### src/rtl/issue_pkg.sv
`default_nettype none

package issue_pkg;

  // ~~~~~~~~~~~~~~~~~~~~~~~~~~~~~~
  // Widths
  // ~~~~~~~~~~~~~~~~~~~~~~~~~~~~~~

  localparam int XLEN       = 32;
  localparam int REG_ADDR_W = 5;
  localparam int PC_W       = 32;
  localparam int NUM_REGS   = 2 ** REG_ADDR_W;

  // ~~~~~~~~~~~~~~~~~~~~~~~~~~~~~~
  // Encodings
  // ~~~~~~~~~~~~~~~~~~~~~~~~~~~~~~

  typedef enum logic [2:0] {
    OP_NOP  = 3'd0,
    OP_ADD  = 3'd1,
    OP_SUB  = 3'd2,
    OP_AND  = 3'd3,
    OP_OR   = 3'd4,
    OP_XOR  = 3'd5,
    OP_ADDI = 3'd6,
    OP_LOAD = 3'd7
  } opcode_t;

  typedef enum logic [1:0] {
    ST_EMPTY  = 2'd0, // Nothing held
    ST_PAIR   = 2'd1, // Slot 0 still held
    ST_SECOND = 2'd2  // Only slot 1 left
  } issue_state_t;

  typedef struct packed {
    logic                  valid;
    opcode_t               op;
    logic [REG_ADDR_W-1:0] rd;
    logic [REG_ADDR_W-1:0] rs1;
    logic [REG_ADDR_W-1:0] rs2;
    logic [XLEN-1:0]       imm;
    logic [PC_W-1:0]       pc;
  } slot_t;

  // Every real opcode reads rs1 and writes rd
  function automatic logic is_real_op(opcode_t op);
    return op != OP_NOP;
  endfunction

  function automatic logic uses_rs2(opcode_t op);
    case (op)
      OP_ADD, OP_SUB, OP_AND, OP_OR, OP_XOR: return 1'b1;
      default:                               return 1'b0;
    endcase
  endfunction

endpackage

`default_nettype wire

### src/rtl/register_read_if.sv
`timescale 1ns/1ps
`default_nettype none

interface register_read_if;
  import issue_pkg::*;

  logic [REG_ADDR_W-1:0] raddr1;
  logic [REG_ADDR_W-1:0] raddr2;
  logic [XLEN-1:0]       rdata1;
  logic [XLEN-1:0]       rdata2;

  modport reader (
    output raddr1,
    output raddr2,
    input  rdata1,
    input  rdata2
  );

  modport file (
    input  raddr1,
    input  raddr2,
    output rdata1,
    output rdata2
  );

endinterface

`default_nettype wire

### src/rtl/register_file.sv
`timescale 1ns/1ps
`default_nettype none

module register_file (
  input  logic                             clock,
  input  logic                             reset,
  register_read_if.file                    rd0_if,
  register_read_if.file                    rd1_if,
  input  logic                             wb_valid,
  input  logic [issue_pkg::REG_ADDR_W-1:0] wb_addr,
  input  logic [issue_pkg::XLEN-1:0]       wb_data
);
  import issue_pkg::*;

  logic [XLEN-1:0] regs [NUM_REGS];

  function automatic logic [XLEN-1:0] read_reg(logic [REG_ADDR_W-1:0] addr);
    if (addr == '0) begin
      return '0;
    end
    return regs[addr];
  endfunction

  // Four combinational read ports
  assign rd0_if.rdata1 = read_reg(rd0_if.raddr1);
  assign rd0_if.rdata2 = read_reg(rd0_if.raddr2);
  assign rd1_if.rdata1 = read_reg(rd1_if.raddr1);
  assign rd1_if.rdata2 = read_reg(rd1_if.raddr2);

  always_ff @(posedge clock) begin
    if (!reset) begin
      for (int i = 0; i < NUM_REGS; i++) begin
        regs[i] <= '0;
      end
    end else if (wb_valid && wb_addr != '0) begin // x0 stays zero
      regs[wb_addr] <= wb_data;
    end
  end

  a_wb_addr_known: assert property (
    @(posedge clock) disable iff (!reset)
    wb_valid |-> !$isunknown(wb_addr)
  ) else $error("register_file: unknown writeback address");

endmodule

`default_nettype wire

### src/rtl/scoreboard.sv
`timescale 1ns/1ps
`default_nettype none

module scoreboard (
  input  logic                             clock,
  input  logic                             reset,
  input  issue_pkg::slot_t                 held0,
  input  issue_pkg::slot_t                 held1,
  input  logic                             slot0_gone,
  input  logic                             fire0,
  input  logic                             fire1,
  input  logic                             wb_valid,
  input  logic [issue_pkg::REG_ADDR_W-1:0] wb_addr,
  output logic                             free0,
  output logic                             free1
);
  import issue_pkg::*;

  logic [NUM_REGS-1:0] pending;
  logic [NUM_REGS-1:0] pending_next;

  // True when no register the slot touches has a write in flight
  function automatic logic slot_clear(slot_t s, logic [NUM_REGS-1:0] busy);
    logic hit;
    hit = 1'b0;
    if (is_real_op(s.op) && (busy[s.rs1] || busy[s.rd])) begin
      hit = 1'b1;
    end
    if (uses_rs2(s.op) && busy[s.rs2]) begin
      hit = 1'b1;
    end
    return !hit;
  endfunction

  assign free0 = held0.valid && !slot0_gone && slot_clear(held0, pending);
  assign free1 = held1.valid && slot_clear(held1, pending);

  always_comb begin
    pending_next = pending;
    if (wb_valid) begin
      pending_next[wb_addr] = 1'b0;
    end
    if (fire0 && is_real_op(held0.op)) begin
      pending_next[held0.rd] = 1'b1;
    end
    if (fire1 && is_real_op(held1.op)) begin
      pending_next[held1.rd] = 1'b1;
    end
    pending_next[0] = 1'b0; // x0 never pending
  end

  always_ff @(posedge clock) begin
    if (!reset) begin
      pending <= '0;
    end else begin
      pending <= pending_next;
    end
  end

  // Every writeback must match an issued write still in flight
  a_wb_was_pending: assert property (
    @(posedge clock) disable iff (!reset)
    (wb_valid && wb_addr != '0) |-> pending[wb_addr]
  ) else $error("scoreboard: writeback to register with no pending write");

endmodule

`default_nettype wire

### src/rtl/credit_counter.sv
`timescale 1ns/1ps
`default_nettype none

module credit_counter #(
  parameter int CREDITS = 4
) (
  input  logic                         clock,
  input  logic                         reset,
  input  logic                         fire0,
  input  logic                         fire1,
  input  logic [1:0]                   credit_return,
  output logic [$clog2(CREDITS+1)-1:0] credits_free
);
  import issue_pkg::*;

  localparam int CNT_W = $clog2(CREDITS + 1);

  int next_count;

  // Issued slots take entries, returned credits free them
  always_comb begin
    next_count = int'(credits_free) + int'(credit_return) - int'(fire0) - int'(fire1);
  end

  always_ff @(posedge clock) begin
    if (!reset) begin
      credits_free <= CNT_W'(CREDITS); // Queue starts empty
    end else begin
      credits_free <= CNT_W'(next_count);
    end
  end

  // Control must never overdraw and the execute side must never over-return
  a_credit_range: assert property (
    @(posedge clock) disable iff (!reset)
    (next_count >= 0) && (next_count <= CREDITS)
  ) else $error("credit_counter: credit count out of range");

endmodule

`default_nettype wire

### src/rtl/issue_control.sv
`timescale 1ns/1ps
`default_nettype none

module issue_control #(
  parameter int CREDITS = 4
) (
  input  logic                          clock,
  input  logic                          reset,
  input  logic                          flush,
  input  logic                          valid0,
  input  logic                          valid1,
  input  logic                          ok0,
  input  logic                          ok1,
  input  logic [$clog2(CREDITS+1)-1:0]  credits_free,
  output logic                          fire0,
  output logic                          fire1,
  output logic                          load_pair,
  output logic                          slot0_gone,
  output issue_pkg::issue_state_t       state
);
  import issue_pkg::*;

  issue_state_t next_state;
  logic         one_credit;
  logic         two_credits;
  logic         hold_done;

  assign one_credit  = int'(credits_free) >= 1;
  assign two_credits = int'(credits_free) >= 2;
  assign slot0_gone  = state == ST_SECOND;

  always_comb begin
    fire0      = 1'b0;
    fire1      = 1'b0;
    hold_done  = 1'b1;
    next_state = state;
    case (state)
      ST_PAIR: begin
        fire0     = valid0 && ok0 && one_credit && !flush;
        fire1     = fire0 && valid1 && ok1 && two_credits; // Second credit needed
        hold_done = !valid0 || (fire0 && (fire1 || !valid1));
      end
      ST_SECOND: begin
        fire1     = valid1 && ok1 && one_credit && !flush;
        hold_done = fire1;
      end
      default: begin
        hold_done = 1'b1;
      end
    endcase

    // A flush cycle also holds off the decoder
    load_pair = hold_done && !flush;

    if (flush) begin
      next_state = ST_EMPTY;
    end else if (load_pair) begin
      next_state = ST_PAIR;
    end else if (fire0) begin
      next_state = ST_SECOND;
    end
  end

  always_ff @(posedge clock) begin
    if (!reset) begin
      state <= ST_EMPTY;
    end else begin
      state <= next_state;
    end
  end

  // Slot 1 stays held until it fires
  a_second_holds_slot1: assert property (
    @(posedge clock) disable iff (!reset)
    (state == ST_SECOND) |-> valid1
  ) else $error("issue_control: no slot 1 held while only slot 1 is left");

endmodule

`default_nettype wire

### src/rtl/issue_stage.sv
`timescale 1ns/1ps
`default_nettype none

module issue_stage (
  input  logic                             clock,
  input  logic                             reset,
  input  issue_pkg::slot_t                 dec_slot0,
  input  issue_pkg::slot_t                 dec_slot1,
  input  logic                             load_pair,
  input  logic                             fire0,
  input  logic                             fire1,
  input  issue_pkg::issue_state_t          state,
  input  logic                             free0,
  input  logic                             free1,
  register_read_if.reader                  rd0_if,
  register_read_if.reader                  rd1_if,
  output issue_pkg::slot_t                 held0,
  output issue_pkg::slot_t                 held1,
  output logic                             ok0,
  output logic                             ok1,
  output logic                             dec_stall,
  output logic                             iss0_valid,
  output issue_pkg::opcode_t               iss0_op,
  output logic [issue_pkg::REG_ADDR_W-1:0] iss0_rd,
  output logic [issue_pkg::XLEN-1:0]       iss0_a,
  output logic [issue_pkg::XLEN-1:0]       iss0_b,
  output logic [issue_pkg::XLEN-1:0]       iss0_imm,
  output logic [issue_pkg::PC_W-1:0]       iss0_pc,
  output logic                             iss1_valid,
  output issue_pkg::opcode_t               iss1_op,
  output logic [issue_pkg::REG_ADDR_W-1:0] iss1_rd,
  output logic [issue_pkg::XLEN-1:0]       iss1_a,
  output logic [issue_pkg::XLEN-1:0]       iss1_b,
  output logic [issue_pkg::XLEN-1:0]       iss1_imm,
  output logic [issue_pkg::PC_W-1:0]       iss1_pc
);
  import issue_pkg::*;

  logic            pair_conflict;
  logic            both_loads;
  logic [XLEN-1:0] op_a0;
  logic [XLEN-1:0] op_b0;
  logic [XLEN-1:0] op_a1;
  logic [XLEN-1:0] op_b1;

  assign dec_stall = !load_pair;

  // ~~~~~~~~~~~~~~~~~~~~~~~~~~~~~~
  // Pair hold register
  // ~~~~~~~~~~~~~~~~~~~~~~~~~~~~~~

  // A lone slot 1 moves down into slot 0
  always_ff @(posedge clock) begin
    if (!reset) begin
      held0.valid <= 1'b0;
      held1.valid <= 1'b0;
    end else if (load_pair) begin
      held0       <= dec_slot0.valid ? dec_slot0 : dec_slot1;
      held1       <= dec_slot1;
      held1.valid <= dec_slot0.valid && dec_slot1.valid;
    end
  end

  // ~~~~~~~~~~~~~~~~~~~~~~~~~~~~~~
  // Intra-pair hazards
  // ~~~~~~~~~~~~~~~~~~~~~~~~~~~~~~

  always_comb begin
    pair_conflict = 1'b0;
    if (is_real_op(held0.op) && held0.rd != '0) begin
      if (is_real_op(held1.op) && (held1.rs1 == held0.rd || held1.rd == held0.rd)) begin
        pair_conflict = 1'b1; // RAW on rs1 or WAW
      end
      if (uses_rs2(held1.op) && held1.rs2 == held0.rd) begin
        pair_conflict = 1'b1;
      end
    end
  end

  assign both_loads = held0.op == OP_LOAD && held1.op == OP_LOAD;

  assign ok0 = free0;
  assign ok1 = free1 && (state == ST_SECOND || (!pair_conflict && !both_loads));

  // ~~~~~~~~~~~~~~~~~~~~~~~~~~~~~~
  // Operand read and issue regs
  // ~~~~~~~~~~~~~~~~~~~~~~~~~~~~~~

  assign rd0_if.raddr1 = held0.rs1;
  assign rd0_if.raddr2 = held0.rs2;
  assign rd1_if.raddr1 = held1.rs1;
  assign rd1_if.raddr2 = held1.rs2;

  assign op_a0 = is_real_op(held0.op) ? rd0_if.rdata1 : '0;
  assign op_b0 = uses_rs2(held0.op) ? rd0_if.rdata2 : '0; // Unused source reads zero
  assign op_a1 = is_real_op(held1.op) ? rd1_if.rdata1 : '0;
  assign op_b1 = uses_rs2(held1.op) ? rd1_if.rdata2 : '0;

  always_ff @(posedge clock) begin
    if (!reset) begin
      iss0_valid <= 1'b0;
      iss1_valid <= 1'b0;
    end else begin
      iss0_valid <= fire0;
      iss1_valid <= fire1;
    end
  end

  always_ff @(posedge clock) begin
    if (fire0) begin
      iss0_op  <= held0.op;
      iss0_rd  <= held0.rd;
      iss0_a   <= op_a0;
      iss0_b   <= op_b0;
      iss0_imm <= held0.imm;
      iss0_pc  <= held0.pc;
    end
    if (fire1) begin
      iss1_op  <= held1.op;
      iss1_rd  <= held1.rd;
      iss1_a   <= op_a1;
      iss1_b   <= op_b1;
      iss1_imm <= held1.imm;
      iss1_pc  <= held1.pc;
    end
  end

endmodule

`default_nettype wire

### src/rtl/issue_top.sv
`timescale 1ns/1ps
`default_nettype none

module issue_top #(
  parameter int CREDITS = 4
) (
  input  logic                             clock,
  input  logic                             reset,
  input  issue_pkg::slot_t                 dec_slot0,
  input  issue_pkg::slot_t                 dec_slot1,
  output logic                             dec_stall,
  input  logic                             flush,
  input  logic                             wb_valid,
  input  logic [issue_pkg::REG_ADDR_W-1:0] wb_addr,
  input  logic [issue_pkg::XLEN-1:0]       wb_data,
  input  logic [1:0]                       credit_return,
  output logic                             iss0_valid,
  output issue_pkg::opcode_t               iss0_op,
  output logic [issue_pkg::REG_ADDR_W-1:0] iss0_rd,
  output logic [issue_pkg::XLEN-1:0]       iss0_a,
  output logic [issue_pkg::XLEN-1:0]       iss0_b,
  output logic [issue_pkg::XLEN-1:0]       iss0_imm,
  output logic [issue_pkg::PC_W-1:0]       iss0_pc,
  output logic                             iss1_valid,
  output issue_pkg::opcode_t               iss1_op,
  output logic [issue_pkg::REG_ADDR_W-1:0] iss1_rd,
  output logic [issue_pkg::XLEN-1:0]       iss1_a,
  output logic [issue_pkg::XLEN-1:0]       iss1_b,
  output logic [issue_pkg::XLEN-1:0]       iss1_imm,
  output logic [issue_pkg::PC_W-1:0]       iss1_pc
);
  import issue_pkg::*;

  localparam int CNT_W = $clog2(CREDITS + 1);

  slot_t            held0;
  slot_t            held1;
  issue_state_t     state;
  logic             free0;
  logic             free1;
  logic             ok0;
  logic             ok1;
  logic             fire0;
  logic             fire1;
  logic             load_pair;
  logic             slot0_gone;
  logic [CNT_W-1:0] credits_free;

  register_read_if rd0_if ();
  register_read_if rd1_if ();

  register_file u_register_file (
    .clock    (clock),
    .reset    (reset),
    .rd0_if   (rd0_if),
    .rd1_if   (rd1_if),
    .wb_valid (wb_valid),
    .wb_addr  (wb_addr),
    .wb_data  (wb_data)
  );

  scoreboard u_scoreboard (
    .clock      (clock),
    .reset      (reset),
    .held0      (held0),
    .held1      (held1),
    .slot0_gone (slot0_gone),
    .fire0      (fire0),
    .fire1      (fire1),
    .wb_valid   (wb_valid),
    .wb_addr    (wb_addr),
    .free0      (free0),
    .free1      (free1)
  );

  credit_counter #(
    .CREDITS (CREDITS)
  ) u_credit_counter (
    .clock         (clock),
    .reset         (reset),
    .fire0         (fire0),
    .fire1         (fire1),
    .credit_return (credit_return),
    .credits_free  (credits_free)
  );

  issue_control #(
    .CREDITS (CREDITS)
  ) u_issue_control (
    .clock        (clock),
    .reset        (reset),
    .flush        (flush),
    .valid0       (held0.valid),
    .valid1       (held1.valid),
    .ok0          (ok0),
    .ok1          (ok1),
    .credits_free (credits_free),
    .fire0        (fire0),
    .fire1        (fire1),
    .load_pair    (load_pair),
    .slot0_gone   (slot0_gone),
    .state        (state)
  );

  issue_stage u_issue_stage (
    .clock      (clock),
    .reset      (reset),
    .dec_slot0  (dec_slot0),
    .dec_slot1  (dec_slot1),
    .load_pair  (load_pair),
    .fire0      (fire0),
    .fire1      (fire1),
    .state      (state),
    .free0      (free0),
    .free1      (free1),
    .rd0_if     (rd0_if),
    .rd1_if     (rd1_if),
    .held0      (held0),
    .held1      (held1),
    .ok0        (ok0),
    .ok1        (ok1),
    .dec_stall  (dec_stall),
    .iss0_valid (iss0_valid),
    .iss0_op    (iss0_op),
    .iss0_rd    (iss0_rd),
    .iss0_a     (iss0_a),
    .iss0_b     (iss0_b),
    .iss0_imm   (iss0_imm),
    .iss0_pc    (iss0_pc),
    .iss1_valid (iss1_valid),
    .iss1_op    (iss1_op),
    .iss1_rd    (iss1_rd),
    .iss1_a     (iss1_a),
    .iss1_b     (iss1_b),
    .iss1_imm   (iss1_imm),
    .iss1_pc    (iss1_pc)
  );

endmodule

`default_nettype wire

### config.mk
export PLATFORM = sky130hd
export DESIGN_NAME = issue_top
export DESIGN_NICKNAME = d
export VERILOG_FILES = /design/src/rtl/issue_pkg.sv /design/src/rtl/register_read_if.sv /design/src/rtl/register_file.sv /design/src/rtl/scoreboard.sv /design/src/rtl/credit_counter.sv /design/src/rtl/issue_control.sv /design/src/rtl/issue_stage.sv /design/src/rtl/issue_top.sv
export SDC_FILE = /design/constraint.sdc
export NUM_CORES = 2
export LEC_CHECK = 0
export BUFFER_PORTS_ARGS = -buffer_cell sky130_fd_sc_hd__buf_2
export CORE_UTILIZATION = 30
export DETAILED_ROUTE_END_ITERATION = 10
export SYNTH_ARGS = -nofsm -noshare
export SYNTH_HDL_FRONTEND = slang
export SYNTH_SLANG_ARGS = --single-unit
### constraint.sdc
create_clock -name clock -period 9.4 [get_ports clock]
set_input_delay 1.88 -clock clock [delete_from_list [all_inputs] [get_ports clock]]
set_output_delay 1.88 -clock clock [all_outputs]
set_load 0.05 [all_outputs]
==> flow_metrics.py <==
metrics = {
    "run_status": {
        "status": "complete, no violations",
    },
    "logic_synthesis": {
        "synth_cells": 5285,
        "synth-edff-count": 1460,
        "synth_top_cell_area_share": 0.4926,
        "yosysMostFrequentCell": "edfxtp_1",
        "synth_area_per_cell_um2": 16.84,
        "synthFlopType": "edfxtp_1",
        "synth.distinct_cells": 74,
        "synth-seq-cells": 1520,
        "synth.yosys.seq_area_share": 0.5061,
        "synthArstFlopShare": 0,
        "netlist_area_um2": 89000,
        "yosys-top-cells-area": "edfxtp_1 (49%), mux4_2 (33%), and2_1 (7.0%), clkbuf_1 (1.8%), mux2i_1 (1.7%)",
        "synth_area_leader_cell": "edfxtp_1",
        "synth_common_cells": "edfxtp_1 (1460), mux4_2 (1305), and2_1 (999), clkbuf_1 (429), nor2_1 (191)",
        "yosysWarnings": 0,
    },
    "clocking": {
        "path_clk_slew_ns": 0.06,
        "cts_tree": "yes",
        "cts-htree-levels": 4,
        "clockBufferDepth": 4,
        "cts_resized": 0,
        "post_cts_buffers": 0,
        "cts.sinks": 1520,
        "cts_hold_buf": 0,
        "cts_root_buf": "clkbuf_16",
        "cts_made_buffers": 174,
        "clock_latency_ns": 0.87,
    },
    "final_layout": {
        "area_growth_pct": 14.19,
        "fin_cells": 9612,
        "nets": 5751,
        "drive_above_1_share": 0.4160,
    },
    "placed_design": {
        "io_buffer_count": 483,
        "dp_cells": 9278,
        "hpwl_um": 196800,
        "place_congestion": 0.8744,
    },
    "drt": {
        "drc": 0,
        "routed_via_density": 6.018,
        "vias": 57850,
        "firstDrtPassIters": 8,
        "ant_nets": 0,
        "wl_per_cell_um": 35.75,
        "routed_wl_um": 343600,
        "drt_iter0_markers": 9595,
    },
    "global_routing": {
        "track_usage": 0.2261,
        "overflow": 0,
        "antenna_found_initial": 56,
        "grt_pass1_vias": 56630,
        "grt_pass1_wl_um": 471800,
        "grt_start_max_net_pins": 155,
    },
    "die": {
        "io_pins": 484,
        "fp.dieH_um": 546.7,
        "die_x_um": 546.7,
        "core_region_area_um2": 294600,
        "start_util": 0.3022,
        "placementRows": 199,
        "die_area_um2": 298800,
    },
    "timing": {
        "fin_crit_sh": 0.6716,
        "relSlewSlack": 0.1218,
        "worstMarginPinSlew_ns": 1.314,
        "hold_viol": 0,
        "timing.final.max_slew_violations": 0,
        "skew_ns": 0.05126,
        "max_freq_mhz": 158.4,
        "setup_viol": 0,
        "fin_tns_setup_ns": 0,
        "fin_crit_ns": 6.313,
        "rsz0062_at_grt": "no",
    },
    "power_and_ir_drop": {
        "ir_drop_mv": 0.1587,
        "power_density_nw_per_um2": 178.4,
        "leakagePower_uw": 0.03354,
    },
    "critical_path": {
        "rrSetupSlack_ns": 3.39,
        "worstRegToRegCells": 18,
        "worstSetupEndpoint": "dec_stall",
        "start_kind": "register",
        "worstPathArrival_ns": 4.43,
        "setup.worst_path.start": "u_issue_stage.held1[75]",
        "rr_endpoint": "u_credit_counter.credits_free[2]",
        "path_class": "reg -> out",
        "required_ns": 7.52,
        "endpoint_kind": "primary output",
        "cp_max_fo": 21,
        "timing.rr.start": "u_issue_stage.held1[75]",
    },
    "hold_path": {
        "hold_class": "reg -> reg",
    },
    "run": {
        "drv_cap": 0,
    },
}
==> cell type report <==
cell class	count	area, µm²
Fill cell	27640	192900
Sequential cell	1520	45120
Multi-Input combinational cell	3203	42410
Tap cell	3919	4903
Clock buffer	204	4508
Timing Repair Buffer	614	3568
Clock inverter	100	945.9
Inverter	22	100.1
Antenna cell	30	75.07
==> state kept, by name, summed over array words and instances, names as in the netlist, 2 cells and up, named ones only <==
signal                         cells
u_credit_counter.credits_free      3
u_issue_control.state              2
u_issue_stage.held0               73
u_issue_stage.held1               73
u_issue_stage.iss0_a              32
u_issue_stage.iss0_b              32
u_issue_stage.iss0_imm            32
u_issue_stage.iss0_op              3
u_issue_stage.iss0_pc             32
u_issue_stage.iss0_rd              5
u_issue_stage.iss1_a              32
u_issue_stage.iss1_b              32
u_issue_stage.iss1_imm            32
u_issue_stage.iss1_op              3
u_issue_stage.iss1_pc             32
u_issue_stage.iss1_rd              5
u_issue_stage.rd0_if.raddr1        5
u_issue_stage.rd0_if.raddr2        5
u_issue_stage.rd1_if.raddr1        5
u_issue_stage.rd1_if.raddr2        5
u_register_file.regs            1024
u_scoreboard.pending              31
==> worst min-delay path by stage <==
| stage | to | cells past startpoint | start | slack, ns |
|---|---|---|---|---|
| 2_1_floorplan | u_issue_stage.iss0_imm[0] | 0 | u_issue_stage.held0[32] | 0.40 |
| 3_3_place_gp | u_issue_stage.iss1_imm[13] | 0 | u_issue_stage.held1[45] | 0.40 |
| 3_5_place_dp | u_issue_stage.iss0_pc[14] | 0 | u_issue_stage.held0[14] | 0.40 |
| 4_1_cts | u_issue_stage.iss1_pc[9] | 0 | u_issue_stage.held1[9] | 0.40 |
| 5_1_grt | u_issue_stage.iss1_pc[9] | 0 | u_issue_stage.held1[9] | 0.40 |
| 6_report | u_issue_stage.iss1_pc[9] | 0 | u_issue_stage.held1[9] | 0.41 |
==> power by group <==
part | switching (µW) | total, µW | internal (µW)
combinational | 1640 | 3170 | 1530
clock | 2920 | 6760 | 3840
sequential | 418 | 8200 | 7780
==> routing by layer <==
| layer | GRT usage | wire length [µm] | vias up |
|---|---|---|---|
| met1 | 0.2879 | 123800 | 30360 |
| met5 | 0 | 172 | - |
| met3 | 0.06929 | 44480 | 811 |
| li1 | - | - | 22090 |
| met2 | 0.3575 | 160600 | 4566 |
| met4 | 0.09335 | 14600 | 24 |
==> cell usage in the layout (no fill, tap or decap), types with 8 or more instances in the layout <==
cell type,n
a21oi_1,35
a31oi_1,36
and2_1,999
and3_1,11
buf_12,13
buf_2,481
buf_4,120
bufinv_16,15
clkbuf_1,27
clkbuf_16,175
clkinv_1,33
clkinv_2,27
clkinvlp_4,8
conb_1,32
dfxtp_1,40
dfxtp_4,20
diode_2,30
edfxtp_1,1460
inv_1,19
inv_6,8
mux2_1,22
mux2_2,93
mux2i_1,152
mux4_2,1305
nand2_1,85
nand3_1,15
nand3b_1,8
nand4_1,8
nor2_1,160
nor2_4,31
nor2b_1,12
nor3_1,13
nor3b_1,9
o21ai_1,29
o21ai_4,30
xnor2_1,15
==> kinds of logic after synthesis <==
logic type,Yosys count,share of synthesized area
muxes,1573,0.3622
AOI/OAI and AO/OA,181,0.01272
and+or+nand+nor,1393,0.09047
adders and majority gates,7,0.001237
buffers and inverters,593,0.02559
DFF,1520,0.5061
xor gates and xnor gates,17,0.001673
other,1,0.00004213
==> worst max-delay path: stages, from the launching register on <==
cell and delay [ns]:
edfxtp_1 1.02, mux4_2 0.60, a22o_1 0.20, a311oi_2 0.19
nand4_1 0.12, o31ai_2 0.45, a311o_1 0.40, a2bb2oi_1 0.27
buf_2 0.30
==> per-stage QoR <==
stage	setup slack, ns	power [µW]	util	hold WS, ns	instance area, µm²
2_1_floorplan	0.3885	10270	-	0.4003	89120
3_3_place_gp	3.198	11420	0.3263	0.4005	96100
3_5_place_dp	3.371	11450	0.3263	0.4045	96100
4_1_cts	2.967	18150	0.3448	0.4006	101600
5_1_grt	2.888	18570	0.3448	0.4037	101600
6_report	3.087	18130	0.3450	0.4116	101600
Power figures use the tool's default switching activity.
